<file path="src/source/wbuf_consts.svh">
/*
 * Sizing constants of the coalescing write buffer.
 * Slot count, address and word widths, line geometry and age counter width.
 */
`ifndef WBUF_CONSTS_SVH
`define WBUF_CONSTS_SVH

// Number of line slots
`define WBUF_ENTRIES 4

// Physical address width in bits
`define WBUF_PA_W 32

// Width of one write word
`define WBUF_WORD_W 32

// Words held by one line
`define WBUF_WORDS 4

// Width of the per-slot age counter
`define WBUF_TIMECNT_W 4

// Byte offset bits inside a line (16 bytes)
`define WBUF_OFFSET_W 4

// Byte offset bits inside a word
`define WBUF_WORD_OFFSET_W 2

// Line tag is what is left above the line offset
`define WBUF_TAG_W (`WBUF_PA_W - `WBUF_OFFSET_W)

`endif

</file>
<file path="src/source/wbuf_pkg.sv">
/*
 * Shared types of the write buffer.
 * Slot state enum, index, tag, line and mask types, and the packed structs
 * passed between the write controller, the slot store and the send engine.
 */
`include "wbuf_consts.svh"

package wbuf_pkg;

    typedef enum logic [1:0] {
        WBUF_FREE   = 2'b00,
        WBUF_OPEN   = 2'b01,
        WBUF_CLOSED = 2'b10,
        WBUF_SENT   = 2'b11
    } wbuf_state_e;

    typedef logic [$clog2(`WBUF_ENTRIES)-1:0]                  wbuf_idx_t;
    typedef logic [`WBUF_TAG_W-1:0]                            wbuf_tag_t;
    typedef logic [`WBUF_WORDS-1:0][`WBUF_WORD_W-1:0]          wbuf_line_t;
    typedef logic [`WBUF_WORDS-1:0][`WBUF_WORD_W/8-1:0]        wbuf_line_be_t;
    typedef logic [`WBUF_TIMECNT_W-1:0]                        wbuf_timecnt_t;

    // Request seen at the write port
    typedef struct packed {
        logic [`WBUF_PA_W-1:0]     addr;
        logic [`WBUF_WORD_W-1:0]   data;
        logic [`WBUF_WORD_W/8-1:0] be;
    } wbuf_write_req_t;

    // Command from the write controller into the slot store
    typedef struct packed {
        logic          alloc;
        logic          merge;
        wbuf_idx_t     idx;
        wbuf_tag_t     tag;
        wbuf_line_t    line;
        wbuf_line_be_t be;
    } wbuf_write_cmd_t;

    // States and tags of every slot
    typedef struct packed {
        wbuf_state_e [`WBUF_ENTRIES-1:0] state;
        wbuf_tag_t   [`WBUF_ENTRIES-1:0] tag;
    } wbuf_slot_view_t;

    // One line request towards memory
    typedef struct packed {
        logic [`WBUF_PA_W-1:0] addr;
        wbuf_idx_t             id;
        wbuf_line_t            line;
        wbuf_line_be_t         be;
    } wbuf_send_t;

endpackage

</file>
<file path="src/source/wbuf_send_ctrl.sv">
/*
 * Send engine of the write buffer.
 * Round-robin pick of closed slots and the registered send channel.
 */
`timescale 1ns/1ps
`include "wbuf_consts.svh"

module wbuf_send_ctrl (
    input  logic                      clk_i,
    input  logic                      rst_ni,
    input  wbuf_pkg::wbuf_slot_view_t view_i,
    input  wbuf_pkg::wbuf_line_t      rd_line_i,
    input  wbuf_pkg::wbuf_line_be_t   rd_be_i,
    input  logic                      send_ready_i,
    output logic                      take_o,
    output wbuf_pkg::wbuf_idx_t       take_idx_o,
    output logic                      send_valid_o,
    output wbuf_pkg::wbuf_send_t      send_o
);
    import wbuf_pkg::*;

    wbuf_idx_t  rr_ptr_q;
    logic       valid_q;
    wbuf_send_t send_q;
    logic       can_load;
    logic       found;
    wbuf_idx_t  pick;

    // Register is empty or drains this cycle
    assign can_load = !valid_q || send_ready_i;

    // First closed slot after the last one taken
    always_comb begin
        found = 1'b0;
        pick  = rr_ptr_q;
        for (int i = 1; i <= `WBUF_ENTRIES; i++) begin
            if (!found &&
                (view_i.state[(int'(rr_ptr_q) + i) % `WBUF_ENTRIES] == WBUF_CLOSED)) begin
                found = 1'b1;
                pick  = wbuf_idx_t'((int'(rr_ptr_q) + i) % `WBUF_ENTRIES);
            end
        end
    end

    assign take_o     = can_load & found;
    assign take_idx_o = pick;

    always_ff @(posedge clk_i or negedge rst_ni) begin
        if (!rst_ni) begin
            rr_ptr_q <= '0;
            valid_q  <= 1'b0;
        end else if (take_o) begin
            rr_ptr_q <= pick;
            valid_q  <= 1'b1;
        end else if (send_ready_i) begin
            valid_q  <= 1'b0;
        end
    end

    always_ff @(posedge clk_i) begin
        if (take_o) begin
            send_q.addr <= {view_i.tag[pick], {`WBUF_OFFSET_W{1'b0}}};
            send_q.id   <= pick;
            send_q.line <= rd_line_i;
            send_q.be   <= rd_be_i;
        end
    end

    assign send_valid_o = valid_q;
    assign send_o       = send_q;

endmodule

</file>
<file path="src/source/wbuf_slots.sv">
/*
 * Slot store of the write buffer.
 * Per-slot state, tag, age counter, line data and byte mask, with the
 * read port for the send engine and the empty and full flags.
 */
`timescale 1ns/1ps
`include "wbuf_consts.svh"

module wbuf_slots (
    input  logic                      clk_i,
    input  logic                      rst_ni,
    input  wbuf_pkg::wbuf_write_cmd_t cmd_i,
    input  logic                      close_new_i,
    input  wbuf_pkg::wbuf_timecnt_t   cfg_threshold_i,
    input  logic                      take_i,
    input  wbuf_pkg::wbuf_idx_t       take_idx_i,
    input  logic                      ack_i,
    input  wbuf_pkg::wbuf_idx_t       ack_id_i,
    output wbuf_pkg::wbuf_slot_view_t view_o,
    output wbuf_pkg::wbuf_line_t      rd_line_o,
    output wbuf_pkg::wbuf_line_be_t   rd_be_o,
    output logic                      empty_o,
    output logic                      full_o
);
    import wbuf_pkg::*;

    wbuf_state_e [`WBUF_ENTRIES-1:0] state_q;
    wbuf_tag_t   [`WBUF_ENTRIES-1:0] tag_q;
    wbuf_timecnt_t                   age_q  [`WBUF_ENTRIES];
    wbuf_line_t                      line_q [`WBUF_ENTRIES];
    wbuf_line_be_t                   be_q   [`WBUF_ENTRIES];
    wbuf_timecnt_t                   close_age;

    // Enabled bytes of the new line replace the old ones
    function automatic wbuf_line_t merge_line(
        input wbuf_line_t    old_line,
        input wbuf_line_t    new_line,
        input wbuf_line_be_t new_be
    );
        wbuf_line_t ret;
        for (int w = 0; w < `WBUF_WORDS; w++) begin
            for (int b = 0; b < `WBUF_WORD_W/8; b++) begin
                ret[w][b*8 +: 8] = new_be[w][b] ? new_line[w][b*8 +: 8]
                                                : old_line[w][b*8 +: 8];
            end
        end
        return ret;
    endfunction

    // Age value at which an open slot closes
    assign close_age = cfg_threshold_i - 1'b1;

    always_ff @(posedge clk_i or negedge rst_ni) begin
        if (!rst_ni) begin
            for (int i = 0; i < `WBUF_ENTRIES; i++) begin
                state_q[i] <= WBUF_FREE;
                age_q[i]   <= '0;
            end
        end else begin
            for (int i = 0; i < `WBUF_ENTRIES; i++) begin
                case (state_q[i])
                    WBUF_FREE: begin
                        if (cmd_i.alloc && (cmd_i.idx == wbuf_idx_t'(i))) begin
                            state_q[i] <= close_new_i ? WBUF_CLOSED : WBUF_OPEN;
                            age_q[i]   <= '0;
                        end
                    end
                    WBUF_OPEN: begin
                        age_q[i] <= age_q[i] + 1'b1;
                        if (age_q[i] == close_age) begin
                            state_q[i] <= WBUF_CLOSED;
                        end
                    end
                    WBUF_CLOSED: begin
                        if (take_i && (take_idx_i == wbuf_idx_t'(i))) begin
                            state_q[i] <= WBUF_SENT;
                        end
                    end
                    default: begin
                        if (ack_i && (ack_id_i == wbuf_idx_t'(i))) begin
                            state_q[i] <= WBUF_FREE;
                        end
                    end
                endcase
            end
        end
    end

    // Line storage, written on alloc and merge
    always_ff @(posedge clk_i) begin
        for (int i = 0; i < `WBUF_ENTRIES; i++) begin
            if (cmd_i.alloc && (cmd_i.idx == wbuf_idx_t'(i))) begin
                tag_q[i]  <= cmd_i.tag;
                line_q[i] <= merge_line('0, cmd_i.line, cmd_i.be);
                be_q[i]   <= cmd_i.be;
            end else if (cmd_i.merge && (cmd_i.idx == wbuf_idx_t'(i))) begin
                line_q[i] <= merge_line(line_q[i], cmd_i.line, cmd_i.be);
                be_q[i]   <= be_q[i] | cmd_i.be;
            end
        end
    end

    assign view_o.state = state_q;
    assign view_o.tag   = tag_q;

    // Read port for the slot being taken
    assign rd_line_o = line_q[take_idx_i];
    assign rd_be_o   = be_q[take_idx_i];

    always_comb begin
        empty_o = 1'b1;
        full_o  = 1'b1;
        for (int i = 0; i < `WBUF_ENTRIES; i++) begin
            empty_o &= (state_q[i] == WBUF_FREE);
            full_o  &= (state_q[i] != WBUF_FREE);
        end
    end

endmodule

</file>
<file path="src/source/wbuf_top.sv">
/*
 * Top level of the coalescing write buffer.
 * Write controller, slot store and send engine.
 */
`timescale 1ns/1ps

module wbuf_top (
    input  logic                      clk_i,
    input  logic                      rst_ni,
    input  wbuf_pkg::wbuf_timecnt_t   cfg_threshold_i,
    input  logic                      write_i,
    input  wbuf_pkg::wbuf_write_req_t write_req_i,
    output logic                      write_ready_o,
    output logic                      send_valid_o,
    input  logic                      send_ready_i,
    output wbuf_pkg::wbuf_send_t      send_o,
    input  logic                      ack_i,
    input  wbuf_pkg::wbuf_idx_t       ack_id_i,
    output logic                      empty_o,
    output logic                      full_o
);
    import wbuf_pkg::*;

    wbuf_slot_view_t view;
    wbuf_write_cmd_t cmd;
    logic            close_new;
    logic            take;
    wbuf_idx_t       take_idx;
    wbuf_line_t      rd_line;
    wbuf_line_be_t   rd_be;

    wbuf_write_ctrl write_ctrl_i (
        .write_i         (write_i),
        .write_req_i     (write_req_i),
        .cfg_threshold_i (cfg_threshold_i),
        .view_i          (view),
        .write_ready_o   (write_ready_o),
        .cmd_o           (cmd),
        .close_new_o     (close_new)
    );

    wbuf_slots slots_i (
        .clk_i           (clk_i),
        .rst_ni          (rst_ni),
        .cmd_i           (cmd),
        .close_new_i     (close_new),
        .cfg_threshold_i (cfg_threshold_i),
        .take_i          (take),
        .take_idx_i      (take_idx),
        .ack_i           (ack_i),
        .ack_id_i        (ack_id_i),
        .view_o          (view),
        .rd_line_o       (rd_line),
        .rd_be_o         (rd_be),
        .empty_o         (empty_o),
        .full_o          (full_o)
    );

    wbuf_send_ctrl send_ctrl_i (
        .clk_i           (clk_i),
        .rst_ni          (rst_ni),
        .view_i          (view),
        .rd_line_i       (rd_line),
        .rd_be_i         (rd_be),
        .send_ready_i    (send_ready_i),
        .take_o          (take),
        .take_idx_o      (take_idx),
        .send_valid_o    (send_valid_o),
        .send_o          (send_o)
    );

endmodule

</file>
<file path="src/source/wbuf_write_ctrl.sv">
/*
 * Write controller of the write buffer.
 * Matches an incoming write against the slots and builds the alloc or
 * merge command, or stalls the write.
 */
`timescale 1ns/1ps
`include "wbuf_consts.svh"

module wbuf_write_ctrl (
    input  logic                     write_i,
    input  wbuf_pkg::wbuf_write_req_t write_req_i,
    input  wbuf_pkg::wbuf_timecnt_t  cfg_threshold_i,
    input  wbuf_pkg::wbuf_slot_view_t view_i,
    output logic                     write_ready_o,
    output wbuf_pkg::wbuf_write_cmd_t cmd_o,
    output logic                     close_new_o
);
    import wbuf_pkg::*;

    wbuf_tag_t                                      write_tag;
    logic [`WBUF_OFFSET_W-`WBUF_WORD_OFFSET_W-1:0]  word_sel;
    logic                                           hit_open;
    logic                                           hit_closed;
    logic                                           free_found;
    wbuf_idx_t                                      open_idx;
    wbuf_idx_t                                      free_idx;
    logic                                           transfer;

    assign write_tag = write_req_i.addr[`WBUF_PA_W-1:`WBUF_OFFSET_W];
    assign word_sel  = write_req_i.addr[`WBUF_OFFSET_W-1:`WBUF_WORD_OFFSET_W];

    // Same-line hits and the lowest free slot
    always_comb begin
        hit_open   = 1'b0;
        hit_closed = 1'b0;
        free_found = 1'b0;
        open_idx   = '0;
        free_idx   = '0;
        for (int i = 0; i < `WBUF_ENTRIES; i++) begin
            if ((view_i.state[i] == WBUF_OPEN) && (view_i.tag[i] == write_tag)) begin
                hit_open = 1'b1;
                open_idx = wbuf_idx_t'(i);
            end
            if ((view_i.state[i] == WBUF_CLOSED) && (view_i.tag[i] == write_tag)) begin
                hit_closed = 1'b1;
            end
            if ((view_i.state[i] == WBUF_FREE) && !free_found) begin
                free_found = 1'b1;
                free_idx   = wbuf_idx_t'(i);
            end
        end
    end

    // A closed slot of the same line holds the write back to keep order
    assign write_ready_o = hit_open | (!hit_closed & free_found);
    assign transfer      = write_i & write_ready_o;

    always_comb begin
        cmd_o.alloc = transfer & !hit_open;
        cmd_o.merge = transfer & hit_open;
        cmd_o.idx   = hit_open ? open_idx : free_idx;
        cmd_o.tag   = write_tag;
        for (int w = 0; w < `WBUF_WORDS; w++) begin
            cmd_o.line[w] = write_req_i.data;
            cmd_o.be[w]   = (w == int'(word_sel)) ? write_req_i.be : '0;
        end
    end

    // Zero threshold means no coalescing window at all
    assign close_new_o = cmd_o.alloc & (cfg_threshold_i == '0);

endmodule

</file>
<file path="config.mk">
export PLATFORM = sky130hd
export DESIGN_NAME = wbuf_top
export DESIGN_NICKNAME = d
export VERILOG_FILES = /design/src/source/wbuf_pkg.sv /design/src/source/wbuf_send_ctrl.sv /design/src/source/wbuf_slots.sv /design/src/source/wbuf_top.sv /design/src/source/wbuf_write_ctrl.sv
export VERILOG_INCLUDE_DIRS = /design/src /design/src/source
export SDC_FILE = /design/constraint.sdc
export NUM_CORES = 1
export LEC_CHECK = 0
export BUFFER_PORTS_ARGS = -buffer_cell sky130_fd_sc_hd__buf_2
export CAP_MARGIN = 20
export CELL_PAD_IN_SITES_DETAIL_PLACEMENT = 0
export CELL_PAD_IN_SITES_GLOBAL_PLACEMENT = 1
export CORE_MARGIN = 8
export CORE_UTILIZATION = 50
export CTS_CLUSTER_SIZE = 20
export DETAILED_ROUTE_END_ITERATION = 8
export PLACE_DENSITY = 0.77
export SYNTH_ARGS = -nofsm -noshare
export SYNTH_HDL_FRONTEND = slang
export SYNTH_SLANG_ARGS = --single-unit
</file>
<file path="constraint.sdc">
create_clock -name clk_i -period 6.91 [get_ports clk_i]
set_input_delay 1.382 -clock clk_i [delete_from_list [all_inputs] [get_ports clk_i]]
set_output_delay 1.382 -clock clk_i [all_outputs]
set_load 0.01 [all_outputs]
</file>
==> results.cfg <==
[run_status]
status = finished with violations
violations = slew limit

[timing]
max_freq_mhz = 183
worstMarginPinSlew_ns = 1.78
whs_ns = 0.548
finalSetupViolations = 0
fin_skew_ns = 0.0190
fin_crit_sh_pct = 79.0
slew_headroom_pct = -18.7
hold_viol = 0
final.min_clock_period_ns = 5.46
rsz0062_at_grt = false
drv_slew = 139
setup-tns-final_ns = 0

[hold_path]
hp-class = register to register
worst_hold_path.endpoint = slots_i.be_q[3][9]
min_path_cells = 2
min_from = slots_i.be_q[3][9]

[layout]
final_cell_mix = 862 x edfxtp_1, 483 x nand2_1, 264 x buf_2
finalInstanceArea_um2 = 43000
syn2layout_area_growth_pct = 14.0
layout_commonest_cell = edfxtp_1
drive_gt1_share_pct = 15.6
nFillCells = 5993
nets = 3201

[placement]
postPlaceCellArea_um2 = 40100
io_buffers = 254
routabilityCongestion = 0.832
dp_hpwl_um = 63200

[logic_synthesis]
async_flop_share_pct = 3.04
synth_cells = 2854
syn_area_per_cell_um2 = 13.2
synthTopCellsByArea = edfxtp_1 69%, nand2_1 4.8%, a211oi_1 3.4%
synth_edf_count = 862
ys.flop_type = edfxtp_1
synth.cell_area_um2 = 37700
synth_top_area_share_pct = 68.6
ys_types = 63
ys_warn_count = 0
yosys.area.top_type = edfxtp_1
synth_seq_cells = 889
seq_area_frac_synth_pct = 70.4

[setup_path]
ff2ff_path_depth = 9
crit_top_cell = buf_2
rrSetupSlack_ns = 2.62
crit_fanout = 13
cp_slowest_stage_delay_ns = 0.82
cp-start-kind = primary input
arrival_ns = 4.08
crit_chain = buf_2, xor2_1, nor4_1, nand4_1, o22ai_1, nor2_1, o21ai_0, buf_2
cp_slowest_cell = nor2_1
critPathKind = primary input to output pin
reg2reg_from = slots_i.view_o[115]
crit_required_ns = 5.53
endpoint_kind = output pin
r2r-end = slots_i.line_q[2][90]

[cts]
cts_hold_buf = 0
clk_path_buf_depth = 3
htreeDepth = 3
cts_tree = yes
post-cts-setup-buffer-count = 0
clk_pin_slew_worst_paths_ns = 0.06
cts_buffers = 91
cts_resized = 0
clkLatencyLatePin_ns = 0.65
clock-sinks = 889
cts-root-buf = clkbuf_16

[detailed_routing]
wl_per_cell_um = 24.4
wirelength_um = 101000
drtAntennaViolNets = 0
vias = 24300
drt_pass1_iterations = 5
drt_iter0_markers = 2527
post-route-drc-count = 0
vias_per_cell = 5.85

[global_route]
antenna_found_initial = 10
overflow = 0
grt_pass1_wl_um = 151000
track_usage_pct = 23.2
first_global_vias = 24300
grt_max_degree = 227

[power_and_ir_drop]
power_density_nw_per_um2 = 535
peakVddDrop_v = 0.000802
leakagePower_nw = 16.1

[floorplanning]
die-area_um2 = 84500
die_h_um = 291
initial_core_util_pct = 50.6
rows = 100
core_um2 = 74600
io_pins = 261
fp.dieW_um = 291

[run]
maxCapViolations = 0
## layer usage
| metal | up-vias | wire length (um) | GRT usage (%) |
|---|---|---|---|
| li1 | 11100 | - | - |
| met1 | 12200 | 41400 | 30.7 |
| met2 | 830 | 50100 | 39.1 |
| met3 | 131 | 6690 | 3.64 |
| met4 | 0 | 2700 | 7.30 |
| met5 | - | 0 | 0 |
## per-stage QoR
stage                     std cells  util (%)  total power [mW]  setup WS [ns]
after floorplan                2857         -              15.1          0.130
after global placement         3963      53.8              18.2           1.47
after detailed placement       3971      53.8              18.5           1.49
after CTS                      4135      57.6              23.2           1.48
after global routing           4141      57.6              24.3           1.39
final                          4143      57.6              23.0           1.45
## final cells by class
class | count | area (um2) | share of cell area (%)
antenna | 2 | 5.00 | 0.0116
tap | 969 | 1210 | 2.82
inverter | 45 | 176 | 0.411
clock buffer | 117 | 2410 | 5.60
multi-input combinational | 1725 | 10200 | 23.8
timing repair buffer | 349 | 1980 | 4.62
clock inverter | 47 | 388 | 0.903
sequential | 889 | 26600 | 61.8
## critical path, delay by kind of cell
| family | cells | cell delay, ns |
|---|---|---|
| simple gates | 3 | 1.28 |
| buf+inv | 2 | 0.44 |
| compound gates | 2 | 0.53 |
| xor+xnor | 1 | 0.45 |
## worst max-delay path by stage
stage                    start                    end  slack (ns)  depth (start not counted)
6_report       write_req_i[45]          write_ready_o        1.45                          8
5_1_grt        write_req_i[45]          write_ready_o        1.39                          8
4_1_cts        write_req_i[45]          write_ready_o        1.48                          8
3_5_place_dp   write_req_i[45]          write_ready_o        1.49                          8
3_3_place_gp   write_req_i[45]  slots_i.line_q[2][41]        1.47                          8
2_1_floorplan     send_ready_i    slots_i.view_o[119]        0.13                          6
## synth_stat cells, types with 3 or more instances
| master | number |
|---|---|
| xnor2_1 | 4 |
| mux2i_1 | 6 |
| buf_1 | 4 |
| buf_2 | 34 |
| a31oi_1 | 176 |
| o221ai_1 | 3 |
| mux2_2 | 4 |
| and3_1 | 198 |
| buf_4 | 5 |
| nor3_1 | 5 |
| o22ai_1 | 6 |
| nor4_1 | 42 |
| nand3_1 | 23 |
| and2_0 | 7 |
| o21ai_0 | 93 |
| ha_1 | 21 |
| xor2_1 | 129 |
| and2_1 | 205 |
| a41oi_1 | 4 |
| inv_1 | 44 |
| a211o_1 | 3 |
| a221o_1 | 3 |
| edfxtp_1 | 862 |
| clkbuf_1 | 154 |
| nand4_1 | 18 |
| dfrtp_1 | 27 |
| nand2_1 | 483 |
| nor2b_1 | 6 |
| nand3b_1 | 6 |
| a311oi_1 | 5 |
| nand2b_1 | 7 |
| nor3b_1 | 4 |
| nor2_1 | 36 |
| a21oi_1 | 20 |
| a211oi_1 | 173 |
## flip-flops by register name, indices dropped and copies added (netlist names)
signal                    flops
slots_i.line_q              512
slots_i.age_q                16
send_ctrl_i.rr_ptr_q          2
slots_i.view_o              120
slots_i.be_q                 64
send_ctrl_i.send_o          174
send_ctrl_i.send_valid_o      1
## cell families after synthesis
group	Yosys count	share of synthesized area, %
XOR/XNOR	134	3.13
AND/OR/NAND/NOR	1053	14.1
AO/OA/AOI/OAI	503	8.78
adder cells (fa/ha/maj)	21	0.697
other	1	0.00994
buffers and inverters	243	2.58
multiplexers	10	0.279
flip-flops	889	70.4
## power breakdown
part | total, mW | internal (mW) | switching [mW]
sequential | 9.22 | 8.58 | 0.639
combinational | 9.09 | 2.78 | 6.31
clock | 4.70 | 2.65 | 2.05
Note: power is estimated with default switching activity, not from simulation.
